==> config.mk <==
export PLATFORM = sky130hd
export DESIGN_NAME = ptw_top
export DESIGN_NICKNAME = d
export VERILOG_FILES = /design/src/hw/ptw_pkg.sv /design/src/hw/ptw_miss_arbiter.sv /design/src/hw/ptw_pte_check.sv /design/src/hw/ptw_walk_fsm.sv /design/src/hw/ptw_top.sv
export SDC_FILE = /design/constraint.sdc
export NUM_CORES = 1
export LEC_CHECK = 0
export ABC_AREA = 1
export BUFFER_PORTS_ARGS = -buffer_cell sky130_fd_sc_hd__clkbuf_2
export CELL_PAD_IN_SITES_DETAIL_PLACEMENT = 0
export CELL_PAD_IN_SITES_GLOBAL_PLACEMENT = 1
export CORE_AREA = 5 5 191 193
export CTS_BUF_LIST = sky130_fd_sc_hd__clkbuf_4
export DETAILED_ROUTE_END_ITERATION = 7
export DIE_AREA = 0 0 196 198
export PLACE_DENSITY = 0.67
export SLEW_MARGIN = 30
export SYNTH_ARGS = -nofsm -noshare
export SYNTH_HDL_FRONTEND = slang
export SYNTH_SLANG_ARGS = --single-unit
==> constraint.sdc <==
create_clock -name clk_i -period 4.25 [get_ports clk_i]
set_input_delay 0.425 -clock clk_i [delete_from_list [all_inputs] [get_ports clk_i]]
set_output_delay 0.425 -clock clk_i [all_outputs]
set_load 0.02 [all_outputs]
==> src/hw/ptw_pkg.sv <==
// Sv39 single-stage only; widths fixed for a 56-bit physical and 39-bit virtual space

package ptw_pkg;

    // ----------------------------------------
    // Sv39 geometry
    // ----------------------------------------
    localparam int VLEN          = 39;
    localparam int PLEN          = 56;
    localparam int PPNW          = 44;
    localparam int PAGE_OFFSET_W = 12;
    localparam int VPN_SEG_W     = 9;
    // an entry is 8 bytes
    localparam int PTE_ADDR_LSB  = 3;
    localparam int ASID_W        = 16;
    localparam int VPN_W         = 27;

    // ----------------------------------------
    // page-table entry and transfer structs
    // ----------------------------------------
    typedef struct packed {
        logic [9:0]      reserved;
        logic [PPNW-1:0] ppn;
        logic [1:0]      rsw;
        logic            d;
        logic            a;
        logic            g;
        logic            u;
        logic            x;
        logic            w;
        logic            r;
        logic            v;
    } pte_t;

    // one miss handed from the arbiter to the walk engine
    typedef struct packed {
        logic              valid;
        logic              is_instr;
        logic [VLEN-1:0]   vaddr;
        logic [PPNW-1:0]   root_ppn;
        logic [ASID_W-1:0] asid;
        logic [PLEN-1:0]   pte_addr;
    } walk_req_t;

    typedef struct packed {
        logic              valid;
        logic              is_1g;
        logic              is_2m;
        logic [VPN_W-1:0]  vpn;
        logic [ASID_W-1:0] asid;
        pte_t              content;
    } tlb_update_t;

    // read-only memory port, always 64-bit reads
    typedef struct packed {
        logic            req;
        logic [PLEN-1:0] addr;
    } mem_req_t;

    typedef struct packed {
        logic        gnt;
        logic        rvalid;
        logic [63:0] rdata;
    } mem_rsp_t;

    // ----------------------------------------
    // state and verdict encodings
    // ----------------------------------------
    typedef enum logic [2:0] {
        IDLE,
        WAIT_GRANT,
        PTE_LOOKUP,
        WAIT_RVALID,
        PROPAGATE_ERROR
    } ptw_state_e;

    // LVL1 maps 1 GiB, LVL2 2 MiB, LVL3 4 KiB
    typedef enum logic [1:0] {
        LVL1,
        LVL2,
        LVL3
    } ptw_level_e;

    typedef enum logic [1:0] {
        PTE_POINTER,
        PTE_LEAF_OK,
        PTE_FAULT
    } pte_verdict_e;

endpackage

==> src/hw/ptw_miss_arbiter.sv <==
// DTLB has priority; a request only leaves while the walker is idle and is not held if dropped

`timescale 1ns/1ns

module ptw_miss_arbiter import ptw_pkg::*; (
    input  logic              clk_i,
    input  logic              rst_ni,
    // instruction TLB
    input  logic              itlb_access_i,
    input  logic              itlb_hit_i,
    input  logic [VLEN-1:0]   itlb_vaddr_i,
    // data TLB
    input  logic              dtlb_access_i,
    input  logic              dtlb_hit_i,
    input  logic [VLEN-1:0]   dtlb_vaddr_i,
    // CSR state
    input  logic              enable_translation_i,
    input  logic              en_ld_st_translation_i,
    input  logic [PPNW-1:0]   satp_ppn_i,
    input  logic [ASID_W-1:0] asid_i,
    input  logic              walker_idle_i,
    output walk_req_t         walk_req_o,
    // performance counter strobes
    output logic              itlb_miss_o,
    output logic              dtlb_miss_o
);

    logic            itlb_sel;
    logic            dtlb_sel;
    logic [VLEN-1:0] sel_vaddr;

    // ITLB only gets through when the DTLB is quiet this cycle
    assign itlb_sel = walker_idle_i & enable_translation_i & itlb_access_i
                      & ~itlb_hit_i & ~dtlb_access_i;
    assign dtlb_sel = walker_idle_i & en_ld_st_translation_i & dtlb_access_i
                      & ~dtlb_hit_i;

    assign sel_vaddr = dtlb_sel ? dtlb_vaddr_i : itlb_vaddr_i;

    // ----------------------------------------
    // request build
    // ----------------------------------------
    always_comb begin
        walk_req_o.valid    = itlb_sel | dtlb_sel;
        walk_req_o.is_instr = itlb_sel;
        walk_req_o.vaddr    = sel_vaddr;
        walk_req_o.root_ppn = satp_ppn_i;
        walk_req_o.asid     = asid_i;
        // root table base plus VPN[2] scaled by the entry size
        walk_req_o.pte_addr = {satp_ppn_i,
                               sel_vaddr[VLEN-1:VLEN-VPN_SEG_W],
                               {PTE_ADDR_LSB{1'b0}}};
    end

    assign itlb_miss_o = itlb_sel;
    assign dtlb_miss_o = dtlb_sel;

    // ----------------------------------------
    // checks
    // ----------------------------------------
    a_one_miss_at_a_time : assert property (
        @(posedge clk_i) disable iff (!rst_ni)
        !(itlb_miss_o && dtlb_miss_o)
    ) else $error("both TLB miss strobes high in one cycle");

endmodule

==> src/hw/ptw_pte_check.sv <==
// purely combinational PTE classifier; A and D are software managed, so missing bits fault

`timescale 1ns/1ns

module ptw_pte_check import ptw_pkg::*; (
    input  logic         clk_i,
    input  logic         rst_ni,
    input  pte_t         pte_i,
    input  ptw_level_e   level_i,
    input  logic         is_instr_i,
    input  logic         is_store_i,
    input  logic         mxr_i,
    output pte_verdict_e verdict_o
);

    logic is_leaf;
    logic invalid;
    logic bad_pointer;
    logic instr_fault;
    logic data_fault;
    logic store_fault;
    logic misaligned;
    logic leaf_fault;

    // r or x marks a leaf, otherwise the entry points one level down
    assign is_leaf = pte_i.r | pte_i.x;

    // ----------------------------------------
    // basic validity
    // ----------------------------------------
    // write-only pages are reserved encodings
    assign invalid = ~pte_i.v | (pte_i.w & ~pte_i.r);

    // no level below 4 KiB to point at
    assign bad_pointer = ~is_leaf & (level_i == LVL3);

    // ----------------------------------------
    // leaf permissions
    // ----------------------------------------
    assign instr_fault = is_instr_i & ~pte_i.x;

    // loads may read execute-only pages when MXR is set
    assign data_fault = ~is_instr_i & ~(pte_i.r | (pte_i.x & mxr_i));

    assign store_fault = ~is_instr_i & is_store_i & ~(pte_i.w & pte_i.d);

    // superpages need the low PPN slices clear
    always_comb begin
        case (level_i)
            LVL1:    misaligned = |pte_i.ppn[2*VPN_SEG_W-1:0];
            LVL2:    misaligned = |pte_i.ppn[VPN_SEG_W-1:0];
            default: misaligned = 1'b0;
        endcase
    end

    assign leaf_fault = is_leaf & (~pte_i.a | instr_fault | data_fault
                                   | store_fault | misaligned);

    // ----------------------------------------
    // verdict
    // ----------------------------------------
    always_comb begin
        if (invalid || bad_pointer || leaf_fault) begin
            verdict_o = PTE_FAULT;
        end else if (is_leaf) begin
            verdict_o = PTE_LEAF_OK;
        end else begin
            verdict_o = PTE_POINTER;
        end
    end

    // the walker acts on the verdict every lookup, so its registered
    // entry and level must stay defined from reset onward
    a_verdict_known : assert property (
        @(posedge clk_i) disable iff (!rst_ni)
        !$isunknown(verdict_o)
    ) else $error("PTE verdict is unknown");

endmodule

==> src/hw/ptw_walk_fsm.sv <==
// one walk at a time; read data is registered before use and a flush waits out an open read

`timescale 1ns/1ns

module ptw_walk_fsm import ptw_pkg::*; (
    input  logic         clk_i,
    input  logic         rst_ni,
    input  logic         flush_i,
    input  walk_req_t    walk_req_i,
    input  mem_rsp_t     mem_rsp_i,
    input  pte_verdict_e verdict_i,
    output mem_req_t     mem_req_o,
    output pte_t         pte_o,
    output ptw_level_e   level_o,
    output logic         is_instr_o,
    output logic         walker_idle_o,
    output logic         ptw_active_o,
    output logic         ptw_error_o,
    output tlb_update_t  itlb_update_o,
    output tlb_update_t  dtlb_update_o
);

    ptw_state_e        state_q, state_d;
    ptw_level_e        lvl_q, lvl_d;
    logic [PLEN-1:0]   pptr_q, pptr_d;
    logic [VLEN-1:0]   vaddr_q, vaddr_d;
    logic [ASID_W-1:0] asid_q, asid_d;
    logic              is_instr_q, is_instr_d;
    logic              global_q, global_d;

    // registered memory response
    logic              rvalid_q;
    pte_t              pte_q;

    logic [VPN_SEG_W-1:0] next_slice;
    logic                 leaf_hit;
    tlb_update_t          update;

    assign pte_o         = pte_q;
    assign level_o       = lvl_q;
    assign is_instr_o    = is_instr_q;
    assign walker_idle_o = (state_q == IDLE);
    assign ptw_active_o  = (state_q != IDLE);

    assign mem_req_o.req  = (state_q == WAIT_GRANT);
    assign mem_req_o.addr = pptr_q;

    // VPN[1] after the root, VPN[0] after the middle table
    assign next_slice = (lvl_q == LVL1) ? vaddr_q[VLEN-VPN_SEG_W-1:VLEN-2*VPN_SEG_W]
                                        : vaddr_q[PAGE_OFFSET_W+VPN_SEG_W-1:PAGE_OFFSET_W];

    assign leaf_hit = (state_q == PTE_LOOKUP) && rvalid_q && (verdict_i == PTE_LEAF_OK)
                      && !flush_i;

    // ----------------------------------------
    // TLB update
    // ----------------------------------------
    always_comb begin
        update.valid     = 1'b0;
        update.is_1g     = (lvl_q == LVL1);
        update.is_2m     = (lvl_q == LVL2);
        update.vpn       = vaddr_q[VLEN-1:PAGE_OFFSET_W];
        update.asid      = asid_q;
        update.content   = pte_q;
        // global if any entry on the way down was global
        update.content.g = pte_q.g | global_q;

        itlb_update_o       = update;
        dtlb_update_o       = update;
        itlb_update_o.valid = leaf_hit & is_instr_q;
        dtlb_update_o.valid = leaf_hit & ~is_instr_q;
    end

    // ----------------------------------------
    // next state
    // ----------------------------------------
    always_comb begin
        state_d     = state_q;
        lvl_d       = lvl_q;
        pptr_d      = pptr_q;
        vaddr_d     = vaddr_q;
        asid_d      = asid_q;
        is_instr_d  = is_instr_q;
        global_d    = global_q;
        ptw_error_o = 1'b0;

        case (state_q)
            IDLE: begin
                lvl_d    = LVL1;
                global_d = 1'b0;
                if (walk_req_i.valid) begin
                    pptr_d     = walk_req_i.pte_addr;
                    vaddr_d    = walk_req_i.vaddr;
                    asid_d     = walk_req_i.asid;
                    is_instr_d = walk_req_i.is_instr;
                    state_d    = WAIT_GRANT;
                end
            end

            WAIT_GRANT: begin
                if (mem_rsp_i.gnt) begin
                    state_d = PTE_LOOKUP;
                end
            end

            PTE_LOOKUP: begin
                if (rvalid_q) begin
                    if (pte_q.g) begin
                        global_d = 1'b1;
                    end
                    case (verdict_i)
                        PTE_POINTER: begin
                            lvl_d   = (lvl_q == LVL1) ? LVL2 : LVL3;
                            pptr_d  = {pte_q.ppn, next_slice, {PTE_ADDR_LSB{1'b0}}};
                            state_d = WAIT_GRANT;
                        end
                        PTE_LEAF_OK: state_d = IDLE;
                        default:     state_d = PROPAGATE_ERROR;
                    endcase
                end
            end

            PROPAGATE_ERROR: begin
                ptw_error_o = 1'b1;
                state_d     = IDLE;
            end

            // a flushed read still has to come back before a new walk
            WAIT_RVALID: begin
                if (rvalid_q) begin
                    state_d = IDLE;
                end
            end

            default: state_d = IDLE;
        endcase

        // flush wins over everything above
        if (flush_i) begin
            if ((state_q == WAIT_GRANT && mem_rsp_i.gnt) ||
                (state_q == PTE_LOOKUP && !rvalid_q)) begin
                state_d = WAIT_RVALID;
            end else begin
                state_d = IDLE;
            end
        end
    end

    // ----------------------------------------
    // registers
    // ----------------------------------------
    always_ff @(posedge clk_i or negedge rst_ni) begin
        if (!rst_ni) begin
            state_q    <= IDLE;
            lvl_q      <= LVL1;
            is_instr_q <= 1'b0;
            global_q   <= 1'b0;
            rvalid_q   <= 1'b0;
            pte_q      <= '0;
        end else begin
            state_q    <= state_d;
            lvl_q      <= lvl_d;
            is_instr_q <= is_instr_d;
            global_q   <= global_d;
            rvalid_q   <= mem_rsp_i.rvalid;
            if (mem_rsp_i.rvalid) begin
                pte_q <= pte_t'(mem_rsp_i.rdata);
            end
        end
    end

    always_ff @(posedge clk_i) begin
        pptr_q  <= pptr_d;
        vaddr_q <= vaddr_d;
        asid_q  <= asid_d;
    end

    // ----------------------------------------
    // checks
    // ----------------------------------------
    // an ungranted request is held in WAIT_GRANT unless flushed
    a_req_held : assert property (
        @(posedge clk_i) disable iff (!rst_ni)
        mem_req_o.req && !mem_rsp_i.gnt && !flush_i |=>
            mem_req_o.req && (state_q == WAIT_GRANT) && $stable(mem_req_o.addr)
    ) else $error("memory request dropped before grant");

endmodule

==> src/hw/ptw_top.sv <==
// Sv39 walker top; no PMP check on table reads and no write-back of A or D bits

`timescale 1ns/1ns

module ptw_top import ptw_pkg::*; (
    input  logic              clk_i,
    input  logic              rst_ni,
    input  logic              flush_i,
    // TLB miss ports
    input  logic              itlb_access_i,
    input  logic              itlb_hit_i,
    input  logic [VLEN-1:0]   itlb_vaddr_i,
    input  logic              dtlb_access_i,
    input  logic              dtlb_hit_i,
    input  logic [VLEN-1:0]   dtlb_vaddr_i,
    // CSR and LSU state
    input  logic              enable_translation_i,
    input  logic              en_ld_st_translation_i,
    input  logic [PPNW-1:0]   satp_ppn_i,
    input  logic [ASID_W-1:0] asid_i,
    input  logic              mxr_i,
    input  logic              lsu_is_store_i,
    // memory port
    output mem_req_t          mem_req_o,
    input  mem_rsp_t          mem_rsp_i,
    // results
    output tlb_update_t       itlb_update_o,
    output tlb_update_t       dtlb_update_o,
    output logic              ptw_active_o,
    output logic              ptw_error_o,
    output logic              itlb_miss_o,
    output logic              dtlb_miss_o
);

    walk_req_t    walk_req;
    logic         walker_idle;
    pte_t         pte;
    ptw_level_e   level;
    logic         is_instr;
    pte_verdict_e verdict;

    ptw_miss_arbiter u_arbiter (
        .clk_i                  (clk_i),
        .rst_ni                 (rst_ni),
        .itlb_access_i          (itlb_access_i),
        .itlb_hit_i             (itlb_hit_i),
        .itlb_vaddr_i           (itlb_vaddr_i),
        .dtlb_access_i          (dtlb_access_i),
        .dtlb_hit_i             (dtlb_hit_i),
        .dtlb_vaddr_i           (dtlb_vaddr_i),
        .enable_translation_i   (enable_translation_i),
        .en_ld_st_translation_i (en_ld_st_translation_i),
        .satp_ppn_i             (satp_ppn_i),
        .asid_i                 (asid_i),
        .walker_idle_i          (walker_idle),
        .walk_req_o             (walk_req),
        .itlb_miss_o            (itlb_miss_o),
        .dtlb_miss_o            (dtlb_miss_o)
    );

    ptw_walk_fsm u_walk (
        .clk_i         (clk_i),
        .rst_ni        (rst_ni),
        .flush_i       (flush_i),
        .walk_req_i    (walk_req),
        .mem_rsp_i     (mem_rsp_i),
        .verdict_i     (verdict),
        .mem_req_o     (mem_req_o),
        .pte_o         (pte),
        .level_o       (level),
        .is_instr_o    (is_instr),
        .walker_idle_o (walker_idle),
        .ptw_active_o  (ptw_active_o),
        .ptw_error_o   (ptw_error_o),
        .itlb_update_o (itlb_update_o),
        .dtlb_update_o (dtlb_update_o)
    );

    ptw_pte_check u_pte_check (
        .clk_i      (clk_i),
        .rst_ni     (rst_ni),
        .pte_i      (pte),
        .level_i    (level),
        .is_instr_i (is_instr),
        .is_store_i (lsu_is_store_i),
        .mxr_i      (mxr_i),
        .verdict_o  (verdict)
    );

endmodule

==> summary.md, run 1 <==
| Metric | Value |
|---|---|
| WHS | a little under 0.09 ns |
| Adder-cell share of the synthesized area | 0% |
| Chip width | 196 µm |
| Final ANT Viol Nets | 0 |
| Crit path kind | reg2out |
| Setup Buffers After CTS | 0 |
| Fin crit share | 76.0% |
| Post-synth top area share | between 30% and 40% |
| CORE AREA | 34400 µm² |
| Mapped Avg Cell Area | around 10 µm² |
| CP required | 3.83 ns |
| H-Tree Depth | 4 |
| Max VDD drop | 0.261 mV |
| Final Hold Fails | 0 |
| Slew @ Worst Pin | slightly below 0.9 ns |
| Worst Skew | 0.0242 ns |
| CTS tree | built |
| Setup crit start kind | flop |
| Cells on worst reg2reg path | 7 |
| First-pass GRT wire length | 40.1 mm |
| Top cell type by total area after synthesis | edfxtp_1 |
| Longest Clk Path Bufs | 2 |
| Post-synthesis compound-gate area fraction | 7.11% |
| Vias per std cell | around 4 |
| Footprint of the multi-input gates | 1870 µm² |
| Hold wc startpoint | dtlb_vaddr_i[17] |
| Most common cell after layout, fill and taps aside | clkbuf_2 |
| CP Max Fanout | 63 |
| Distinct cells, synth | 26 |
| Overall Global Routing Usage | between 10 and 15% |
| Pwr per Cell Area | 493 nW/µm² |
| Die ar. | 38800 µm² |
| Pleak | approximately 5.5 nW |
| Hold path endpoint | u_walk.vaddr_q[17] |
| Die Height | just under 200 µm |
| R2r startpoint | u_walk.state_q[2] |
| R2R Path End | u_walk.pptr_q[29] |
| Vias | 6635 |
| Final layout net count | 1424 |
| Largest net degree at the start of global routing | 88 |
| Post-synthesis sequential area ratio | 56.8% |
| CP arrival | 2.81 ns |
| Status | complete, no violations |
| Hpwl dp | 20.7 mm |
| Gr ovfl total | 0 |
| Yosys reg bits | 168 |
| Synth Warn # | 0 |
| Num CTS Buffers | 17 |
| Setup WS pre-CTS | 1.57 ns |
| Combinational family with the most area after synthesis | buffers and inverters |
| Storage cell area | approximately 4700 µm² |
| DRC viols | 0 |
| Routed wire per std cell | 16.4 µm |
| WL final | approximately 27 mm |
| Synth Area in Simple Gates | 12.8% |
| Endpoint type of the worst setup path | output pin |
| XOR/XNOR share of the synthesized area | 0% |
| Worst Hold Class | in2reg |
| Floorplan row count | 68 |
| Cells after DPL | 1563 |
| Antenna violations before repair | 1 |
| Commonest non-fill, non-tap cells in the layout | 466 x clkbuf_2, 210 x nand2_1, 96 x o21ai_0, 96 x edfxtp_1, 82 x dlygate4sd3_1 |
| Final Max Tran Viols | 0 |
| # IOs | 496 |
| WHS Path Cells | 3 |
| Slew HR | 41.6% |
| Final setup TNS | 0 ns |
| Worst-Skew Late Latency | 0.59 ns |
| Sinks on the clock net | 168 |
| Cells after Synth | 836 |
| Fillers | 3692 |
| Share of layout cells above drive strength 1 | 43.0% |
| Crit. Startpoint | u_walk.state_q[2] |
| Multiplexer area fraction after synthesis | 2.18% |
| Final WS setup | 1.02 ns |
| Tmin final | 3.23 ns |
| CTS root buf | clkbuf_4 |
| Number of DRC markers in iteration 0 | 298 |
| Vias in the first global route | between 6000 and 7000 |
| Reg2Reg Setup Slack | 1.61 ns |
| Unrepaired setup endpoints after global routing | false |
| Final setup violation count | 0 |
| Layout area overhead | 32.0% |
| Max Cap Violations | 0 |
| Reg clk slew, reported paths | 0.15 ns |
| Largest cells by area after synthesis | edfxtp_1 35%, dfrtp_1 22%, buf_4 16% |
| Fmax | 310 MHz |
| GPL Wtd Cong | ~0.83 |
| Synthesized cell area | 8250 µm² |
| Initial DRT Pass Iterations | 7 |
| Number of buffers added on ports | between 400 and 500 |
| Core Util, Final | 31.7% |
| Final non-filler cell total | approximately 1700 |
| Starting Density | 24.0% |
synth_stat cells:
cell,instances
mux2_2,16
buf_1,5
nand4_1,3
inv_1,73
buf_2,12
nand2_2,1
nand3_1,25
dfrtp_1,72
o21a_1,9
nand3b_1,2
nor3_1,1
a211oi_1,1
buf_4,176
a21oi_1,5
nor4_1,1
a31oi_1,1
nor3_4,1
conb_1,1
nor2_4,1
buf_6,3
edfxtp_1,96
nand2_1,211
nor2_1,15
clkinv_1,1
clkbuf_1,8
o21ai_0,96
layout make-up:
type,instances,area share (%)
tap,455,5.23
inverter,74,2.55
timing repair buffer,556,29.5
antenna,2,0.0460
clock buffer,19,1.31
multi-input combinational,392,17.1
sequential,168,43.0
clock inverter,13,1.20
repair_timing:
item | in CTS | in global routing
resized for setup | 0 | 0
hold buffers | 79 | 3
endpoints found under the setup margin | 0 | 0
hold endpoints to repair | 104 | 2
through the flow:
step / cell area (µm²) / power, W
4_1_cts: 10900 / 0.00547
3_5_place_dp: 9790 / 0.00443
5_1_grt: 10900 / 0.00569
6_report: 10900 / 0.00536
3_3_place_gp: 9780 / 0.00442
2_1_floorplan: 8260 / 0.00380
kinds of logic (layout without fill, tap and decap cells):
kind of cell    count (synthesis)  in the layout
simple gates                  261            261
other cells                     1              5
flops                         168            168
mux                            16             16
buf+inv                       278            662
compound gates                112            112
power breakdown:
group	switching [W]	internal [W]	leakage, nW
clock network	0.000598	0.000357	0.148
logic	0.00140	0.000577	3.55
registers	0.000189	0.00224	1.77
total	0.00219	0.00317	5.46
flip-flops by register name (all words and copies together), names as in the netlist:
register,flops
u_walk.state_q,3
u_walk.is_instr_o,1
u_walk.asid_q,16
u_walk.rvalid_q,1
u_walk.level_o,2
u_walk.pte_o,1
u_walk.dtlb_update_o,63
u_walk.vaddr_q,27
u_walk.global_q,1
u_walk.pptr_q,53
worst max-delay path by stage:
stage / end / cells after the start / slack (ns)
floorplan: u_walk.pptr_q[10] / 5 / 0.75
global placement: u_walk.pptr_q[37] / 7 / 1.59
detailed placement: u_walk.pptr_q[42] / 7 / 1.57
CTS: itlb_update_o[109] / 7 / 0.87
global route: itlb_update_o[109] / 7 / 0.69
finish: dtlb_update_o[109] / 7 / 1.02
routing by layer:
metal | vias to the layer above | GRT usage [%] | wire length [µm]
met5 | - | 0 | 0
li1 | 3268 | - | -
met2 | 283 | 22.4 | 13700
met3 | 17 | 4.29 | 2190
met4 | 0 | 3.75 | 388
met1 | 3067 | 16.8 | 11200
critical path, cell delays in order, from the launching register on:
cell and delay [ns]:
dfrtp_1 0.45, inv_1 0.18, nand3_4 0.40, buf_4 0.49, nor4_1 0.25, nand3_1 0.14
nor2_1 0.11, clkbuf_2 0.18
Power figures use the tool's default switching activity.
==> run 2: changes to the inputs <==
--- a/config.mk
+++ b/config.mk
@@ -5,14 +5,14 @@
 export SDC_FILE = /design/constraint.sdc
 export NUM_CORES = 1
 export LEC_CHECK = 0
-export ABC_AREA = 1
+export ABC_AREA = 0
 export BUFFER_PORTS_ARGS = -buffer_cell sky130_fd_sc_hd__clkbuf_2
 export CELL_PAD_IN_SITES_DETAIL_PLACEMENT = 0
 export CELL_PAD_IN_SITES_GLOBAL_PLACEMENT = 1
-export CORE_AREA = 5 5 191 193
+export CORE_AREA = 5 5 188 190
 export CTS_BUF_LIST = sky130_fd_sc_hd__clkbuf_4
 export DETAILED_ROUTE_END_ITERATION = 7
-export DIE_AREA = 0 0 196 198
+export DIE_AREA = 0 0 193 195
 export PLACE_DENSITY = 0.67
 export SLEW_MARGIN = 30
 export SYNTH_ARGS = -nofsm -noshare
==> constraint.sdc (replaced) <==
create_clock -name clk_i -period 2.9 [get_ports clk_i]
set_input_delay 0.29 -clock clk_i [delete_from_list [all_inputs] [get_ports clk_i]]
set_output_delay 0.29 -clock clk_i [all_outputs]
set_load 0.02 [all_outputs]
==> run 2 against run 1 <==
Hold slack worse by 0.00090 ns. Power up 44%. Wire length up 4.8%. Area after synthesis about the same. Combinational power up 46%. Clock skew down 0.0054 ns. Register-to-register slack worse by 1.5 ns. Setup slack worse by 0.88 ns. Die area down 3.0%. Synthesized cell count down 16%. Critical path depth down 1. Critical endpoint is now u_walk.vaddr_q[17].
==> summary.md, run 2 <==
| Metric | Value |
|---|---|
| Chip width | 193 µm (was 196 µm) |
| CORE AREA | 33300 µm² (was 34400 µm²) |
| Storage cell area | 4690 µm² (was 4680 µm²) |
| Routed wire per std cell | 17.5 µm (was 16.4 µm) |
| Synthesized cell area | 8250 µm² (about the same) |
| CTS root buf | clkbuf_4 (unchanged) |
| Vias in the first global route | 6998 (was 6793) |
| Met2 Routed Length | 15.0 mm (was 13.7 mm) |
| CP Max Fanout | 20 (was 63) |
| Share of layout cells above drive strength 1 | 50.5% (was 43.0%) |
| GPL Wtd Cong | 0.751 (was 0.830) |
| CP required | 3.27 ns (was 3.83 ns) |
| Top Metal Used | met4 (unchanged) |
| Hold wc startpoint | dtlb_vaddr_i[37] (was dtlb_vaddr_i[17]) |
| Synth Warn # | 0 (unchanged) |
| Fillers | 3327 (was 3692) |
| Final setup violation count | 0 (unchanged) |
| Die ar. | 37600 µm² (was 38800 µm²) |
| Starting Density | 24.8% (was 24.0%) |
| Most common cell in the synthesized netlist | buf_4 (was nand2_1) |
| Slew HR | 49.3% (was 41.6%) |
| Yosys reg bits | 168 (unchanged) |
| Unrepaired setup endpoints after global routing | true (was false) |
| Top cell type by total area after synthesis | edfxtp_1 (unchanged) |
| R2r startpoint | u_walk.state_q[2] (unchanged) |
| Final ANT Viol Nets | 0 (unchanged) |
| Max Cap Violations | 0 (unchanged) |
| FFs w/ async S/R, synth | 42.9% (unchanged) |
| Endpoint type of the worst setup path | flop (was output pin) |
| Initial DRT Pass Iterations | 4 (was 7) |
| Pleak | 5.66 nW (was 5.46 nW) |
| Hpwl dp | 20.9 mm (was 20.7 mm) |
| WL final | 28.8 mm (was 27.5 mm) |
| Reg clk slew, reported paths | 0.16 ns (was 0.15 ns) |
| Fmax | 362 MHz |
| Worst-Skew Late Latency | 0.60 ns (was 0.59 ns) |
| Gr ovfl total | 0 (unchanged) |
| H-Tree Depth | 4 (unchanged) |
| Slew @ Worst Pin | 0.761 ns (was 0.876 ns) |
| Number of DRC markers in iteration 0 | 257 (was 298) |
| Fin crit share | 95.3% |
| Worst Hold Class | in2reg (unchanged) |
| Routed wl met3 | 1.90 mm (was 2.19 mm) |
| Worst Skew | 0.0188 ns (was 0.0242 ns) |
| Distinct cells, synth | 40 (was 26) |
| Vias | 6662 (was 6635) |
| # IOs | 496 (unchanged) |
| Footprint of the multi-input gates | 2180 µm² (was 1870 µm²) |
| Floorplan row count | 67 (was 68) |
| Final layout net count | 1397 (was 1424) |
| Cells after Synth | 699 (was 836) |
| Pwr per Cell Area | 642 nW/µm² (was 493 nW/µm²) |
| Largest register FFs | 63 (unchanged) |
| Number of synthesized flops with an enable pin | 96 (unchanged) |
| Final setup TNS | 0 ns (unchanged) |
| Crit. Startpoint | u_walk.state_q[2] (unchanged) |
| Overall Global Routing Usage | 14.7% (was 13.4%) |
| Final Max Tran Viols | 0 (unchanged) |
| DRC viols | 0 (unchanged) |
| Setup crit start kind | flop (unchanged) |
| Number of buffers added on ports | 468 (unchanged) |
| Largest cells by area after synthesis | edfxtp_1 35%, dfrtp_1 22%, buf_4 16% (unchanged) |
| Synth top cells by count | 175 x buf_4, 157 x nand2_1, 96 x edfxtp_1 (was 211 x nand2_1, 176 x buf_4, 96 x edfxtp_1, 96 x o21ai_0, 73 x inv_1) |
| CTS tree | built (unchanged) |
| Vias per std cell | 4.05 (was 3.95) |
| Max VDD drop | 0.379 mV (was 0.261 mV) |
| Final non-filler cell total | 1646 (was 1679) |
| WHS | 0.0872 ns (was 0.0881 ns) |
| Status | complete, no violations (unchanged) |
| Sinks on the clock net | 168 (unchanged) |
| Antenna violations before repair | 2 (was 1) |
| Crit path kind | reg2reg (was reg2out) |
| Final Hold Fails | 0 (unchanged) |
| Layout area overhead | 46.0% (was 32.0%) |
| CP arrival | 3.13 ns (was 2.81 ns) |
| Num CTS Buffers | 17 (unchanged) |
| Commonest non-fill, non-tap cells in the layout | 464 x clkbuf_2, 180 x dlygate4sd3_1, 156 x nand2_1 (was 466 x clkbuf_2, 210 x nand2_1, 96 x o21ai_0, 96 x edfxtp_1, 82 x dlygate4sd3_1) |
| Top FF cell, synth | edfxtp_1 (unchanged) |
| Longest Clk Path Bufs | 2 (unchanged) |
| First-pass GRT wire length | 41.7 mm (was 40.1 mm) |
| Cells after DPL | 1429 (was 1563) |
| Tmin final | 2.76 ns |
| Largest net degree at the start of global routing | 73 (was 88) |
| Mapped Avg Cell Area | 11.8 µm² (was 9.87 µm²) |
| Most common cell after layout, fill and taps aside | clkbuf_2 (unchanged) |
| Post-synth top area share | 34.9% (about the same) |
| Met1 WL | 11.4 mm (was 11.2 mm) |
| Die Height | 195 µm (was 198 µm) |
| Post-synthesis sequential area ratio | 56.8% (about the same) |
-- run 2: cell types whose count changed after synthesis, sizes merged, moves of 4 or more --
cell / before / now
nor2: 16 / 10
mux2: 16 / 92
nand2: 212 / 157
nor2b: 0 / 5
clkbuf: 8 / 15
inv: 73 / 8
o21ai: 96 / 2
nand3: 25 / 10
nor3: 2 / 6
buf: 196 / 184
-- run 2: metal layers --
| layer | global-route usage, % | vias to the layer above |
|---|---|---|
| met4 | 4.41 | 0 |
| met5 | 0 | - |
| li1 | - | 3162 |
| met1 | 17.5 | 3231 |
| met2 | 25.9 | 241 |
| met3 | 3.86 | 28 |
-- run 2: path summary, 6_finish.rpt --
path | endpoint | slack, ns | cells after the start
worst min-delay path | u_walk.pptr_q[10] | 0.09 | 3
min in group asynchronous | u_walk.dtlb_update_o[19] | 0.29 | 2
max in group asynchronous | u_walk.dtlb_update_o[2] | 2.07 | 2
worst min register to register | u_walk.global_q | 0.52 | 2
worst max register to register | u_walk.vaddr_q[17] | 0.14 | 6
worst max-delay path | u_walk.vaddr_q[17] | 0.14 | 6
-- run 2: power by group --
part | total [W] | internal, W | leakage [nW] | switching, W
logic | 0.00290 | 0.00104 | 3.77 | 0.00186
clock network | 0.00143 | 0.000527 | 0.151 | 0.000900
registers | 0.00341 | 0.00311 | 1.73 | 0.000293
-- run 2: timing repair --
item                                   CTS  global route
gates resized for setup                 11             8
pin swaps                                1             0
setup endpoints to repair                2            16
endpoints found under the hold margin  228             0
setup buffers                            2             0
hold buffers                           180             0
-- run 2: area by class of cell --
cell class / instances / share of cell area (%)
Antenna cell: 3 / 0.0623
Clock buffer: 18 / 1.12
Clock inverter: 14 / 1.23
Tap cell: 448 / 4.65
Timing Repair Buffer: 661 / 35.6
Multi-Input combinational cell: 326 / 18.1
Inverter: 8 / 0.260
Sequential cell: 168 / 38.9
-- run 2: worst max-delay path: stages, from the launching register on --
cell and delay (ns):
dfrtp_1 0.50, nor3_4 0.31, nand4b_1 0.23, clkinv_2 0.36, buf_4 0.22, mux2_1 0.33, dlygate4sd3_1 0.57
-- run 2: cells by family after synthesis --
kind of cell | synth area share (%)
buf+inv | 17.7
simple gates | 10.6
flops | 56.8
mux | 12.6
compound gates | 2.29
other cells | 0.0455
-- run 2: per-stage QoR --
step	util, %	power, W	cell area (µm²)	worst slack, ns
final	36.2	0.00773	12000	0.136
after global routing	36.2	0.00818	12000	-0.00181
after floorplan	-	0.00530	8280	0.00597
after global placement	29.7	0.00613	9880	0.471
after CTS	36.1	0.00787	12000	-0.00270
after detailed placement	29.7	0.00615	9880	0.481
==> run 3: changes to the inputs <==
--- a/config.mk
+++ b/config.mk
@@ -7,13 +7,11 @@
 export LEC_CHECK = 0
 export ABC_AREA = 0
 export BUFFER_PORTS_ARGS = -buffer_cell sky130_fd_sc_hd__clkbuf_2
-export CELL_PAD_IN_SITES_DETAIL_PLACEMENT = 0
-export CELL_PAD_IN_SITES_GLOBAL_PLACEMENT = 1
-export CORE_AREA = 5 5 188 190
+export CORE_AREA = 5 5 192 194
 export CTS_BUF_LIST = sky130_fd_sc_hd__clkbuf_4
 export DETAILED_ROUTE_END_ITERATION = 7
-export DIE_AREA = 0 0 193 195
-export PLACE_DENSITY = 0.67
+export DIE_AREA = 0 0 197 199
+export PLACE_DENSITY = 0.51
 export SLEW_MARGIN = 30
 export SYNTH_ARGS = -nofsm -noshare
 export SYNTH_HDL_FRONTEND = slang
==> run 3 against run 2 <==
Sequential share of layout area is 0.36 points lower. Fmax is 0.15% higher. Cell area is 0.96% higher. Highest routed layer unchanged. Clock skew is 0.0071 ns higher. Power is 0.57% higher. Wire length is 0.37% higher. Register-to-register slack better by 0.05 ns. Largest power group unchanged. Clock power hardly changed. Critical path type is now reg2out.
==> summary.md, run 3 (synthesized netlist as in run 2, its figures left out) <==
| Metric | Value |
|---|---|
| Status | complete, no violations (unchanged) |
| Pwr per Cell Area | 639 nW/µm² (was 642 nW/µm²) |
| CTS root buf | clkbuf_4 (unchanged) |
| H-Tree Depth | 4 (unchanged) |
| Crit path kind | reg2out (was reg2reg) |
| Tmin final | 2.76 ns (about the same) |
| CP arrival | 2.47 ns (was 3.13 ns) |
| Pint | 0.00467 W (was 0.00468 W) |
| Largest net degree at the start of global routing | 55 (was 73) |
| Reg clk slew, reported paths | 0.17 ns (was 0.16 ns) |
| CP required | 2.61 ns (was 3.27 ns) |
| Final Hold Fails | 0 (unchanged) |
| Share of layout cells above drive strength 1 | 50.9% (was 50.5%) |
| Post-route cell area | 12200 µm² (was 12000 µm²) |
| Vias | 6654 (was 6662) |
| Max Cap Violations | 0 (unchanged) |
| Endpoint type of the worst setup path | output pin (was flop) |
| Layout area overhead | 47.4% (was 46.0%) |
| Die ar. | 39200 µm² (was 37600 µm²) |
| Switching Share | 40.0% (was 39.4%) |
| Slew HR | 54.5% (was 49.3%) |
| Starting Density | 23.5% (was 24.8%) |
| Gr ovfl total | 0 (unchanged) |
| # IOs | 496 (unchanged) |
| Sequential power share | 43.7% (was 44.1%) |
| Antenna violations before repair | 1 (was 2) |
| First-pass GRT wire length | 41.8 mm (was 41.7 mm) |
| CP Max Fanout | 5 (was 20) |
| Floorplan row count | 69 (was 67) |
| Number of DRC markers in iteration 0 | 236 (was 257) |
| Final setup violation count | 0 (unchanged) |
| Longest Clk Path Bufs | 2 (unchanged) |
| Worst Hold Class | in2reg (unchanged) |
| WHS | 0.121 ns (was 0.0872 ns) |
| Sinks on the clock net | 168 (unchanged) |
| Max VDD drop | 0.316 mV (was 0.379 mV) |
| CORE AREA | 35100 µm² (was 33300 µm²) |
| Chip width | 197 µm (was 193 µm) |
| Commonest non-fill, non-tap cells in the layout | 464 x clkbuf_2, 183 x dlygate4sd3_1, 156 x nand2_1 (was 464 x clkbuf_2, 180 x dlygate4sd3_1, 156 x nand2_1) |
| Pleak | 5.71 nW (was 5.66 nW) |
| Num CTS Buffers | 17 (unchanged) |
| DRC viols | 0 (unchanged) |
| Final Max Tran Viols | 0 (unchanged) |
| Vias in the first global route | 7034 (was 6998) |
| Reg2Reg Setup Slack | 0.19 ns (was 0.14 ns) |
| Vias per std cell | 3.99 (was 4.05) |
| Total placed instance area | 9940 µm² (was 9880 µm²) |
| Fin crit share | 95.2% (was 95.3%) |
| Final layout net count | 1407 (was 1397) |
| Largest register FFs | 63 (unchanged) |
| Final ANT Viol Nets | 0 (unchanged) |
| Initial DRT Pass Iterations | 4 (unchanged) |
| Slew @ Worst Pin | 0.674 ns (was 0.761 ns) |
| Fmax | 362 MHz (about the same) |
| Clock network fraction of design power | 18.0% (was 18.5%) |
| Worst-Skew Late Latency | 0.60 ns (about the same) |
| Switch Pwr | 0.00311 W (was 0.00305 W) |
| WL final | 28.9 mm (was 28.8 mm) |
| GPL Wtd Cong | 0.816 (was 0.751) |
| Hpwl dp | 20.8 mm (was 20.9 mm) |
| Setup crit start kind | flop (unchanged) |
| Number of buffers added on ports | 468 (unchanged) |
| Logic gate share of total power | 38.3% (was 37.5%) |
| Unrepaired setup endpoints after global routing | true (unchanged) |
| Overall Global Routing Usage | 14.1% (was 14.7%) |
| Most common cell after layout, fill and taps aside | clkbuf_2 (unchanged) |
| Worst Skew | 0.0259 ns (was 0.0188 ns) |
| Routed wire per std cell | 17.3 µm (was 17.5 µm) |
| Die Height | 199 µm (was 195 µm) |
| Tot Pwr | 0.00778 W (was 0.00773 W) |
| CTS tree | built (unchanged) |
[run 3: cell count changes in the layout (fill, tap and decap cells not counted), moves of 2 or more]
cell           change
buf_4              +6
diode_2            -2
dlygate4sd3_1      +3
inv_6              +2
inv_8              +2
[run 3: layer usage]
metal | track usage, % | vias up | routed length (µm)
met4 | 5.62 | 0 | 668
met1 | 16.9 | 3217 | 11500
met2 | 24.8 | 230 | 15100
met3 | 3.08 | 33 | 1690
met5 | 0 | - | 0
li1 | - | 3174 | -
[run 3: final cells by class]
| cell class | instances | area, µm² |
|---|---|---|
| fill | 3546 | 22900 |
| sequential | 168 | 4690 |
| timing repair buffer | 671 | 4390 |
| multi-input combinational | 326 | 2190 |
| tap | 461 | 577 |
| clock inverter | 14 | 139 |
| clock buffer | 18 | 135 |
| inverter | 8 | 31.3 |
| antenna | 1 | 2.50 |
[run 3: worst paths after layout]
kind,end,startpoint,cells past startpoint
max in group asynchronous,u_walk.dtlb_update_o[33],rst_ni,3
setup reg to reg,u_walk.vaddr_q[13],u_walk.state_q[0],6
hold / removal,u_walk.rvalid_q,mem_rsp_i[64],1
setup / recovery,dtlb_update_o[109],u_walk.dtlb_update_o[26],5
hold reg to reg,u_walk.global_q,u_walk.global_q,2
min in group asynchronous,u_walk.dtlb_update_o[26],rst_ni,2
[run 3: power by group through the flow]
stage,combinational (W),sequential [W],clock [W]
after floorplan,0.00156,0.00374,0
after global placement,0.00274,0.00345,0
after detailed placement,0.00274,0.00346,0
after CTS,0.00302,0.00341,0.00151
after global routing,0.00321,0.00346,0.00158
final,0.00298,0.00340,0.00140
[run 3: critical path: stages, from the launching register on]
cell and delay (ns):
dfrtp_1 0.49, nor3_2 0.28, a31oi_1 0.21, or4_4 0.50, nor3_4 0.21, clkbuf_8 0.18
[run 3: metrics by stage]
step,util [%],instances,worst slack [ns],TNS [ns]
2_1_floorplan,-,701,0.00597,0
3_3_place_gp,28.4,1447,0.403,0
3_5_place_dp,28.4,1447,0.377,0
4_1_cts,34.6,1666,-0.0428,-0.0725
5_1_grt,34.7,1667,-0.0351,-0.0543
6_report,34.7,1667,0.140,0
[run 3: timing repair]
item / in CTS / in global routing
pin swaps: 1 / 4
setup buffers: 4 / 0
hold endpoints to repair: 200 / 0
gates resized for setup: 16 / 6
endpoints found under the setup margin: 2 / 17
hold buffers: 183 / 0
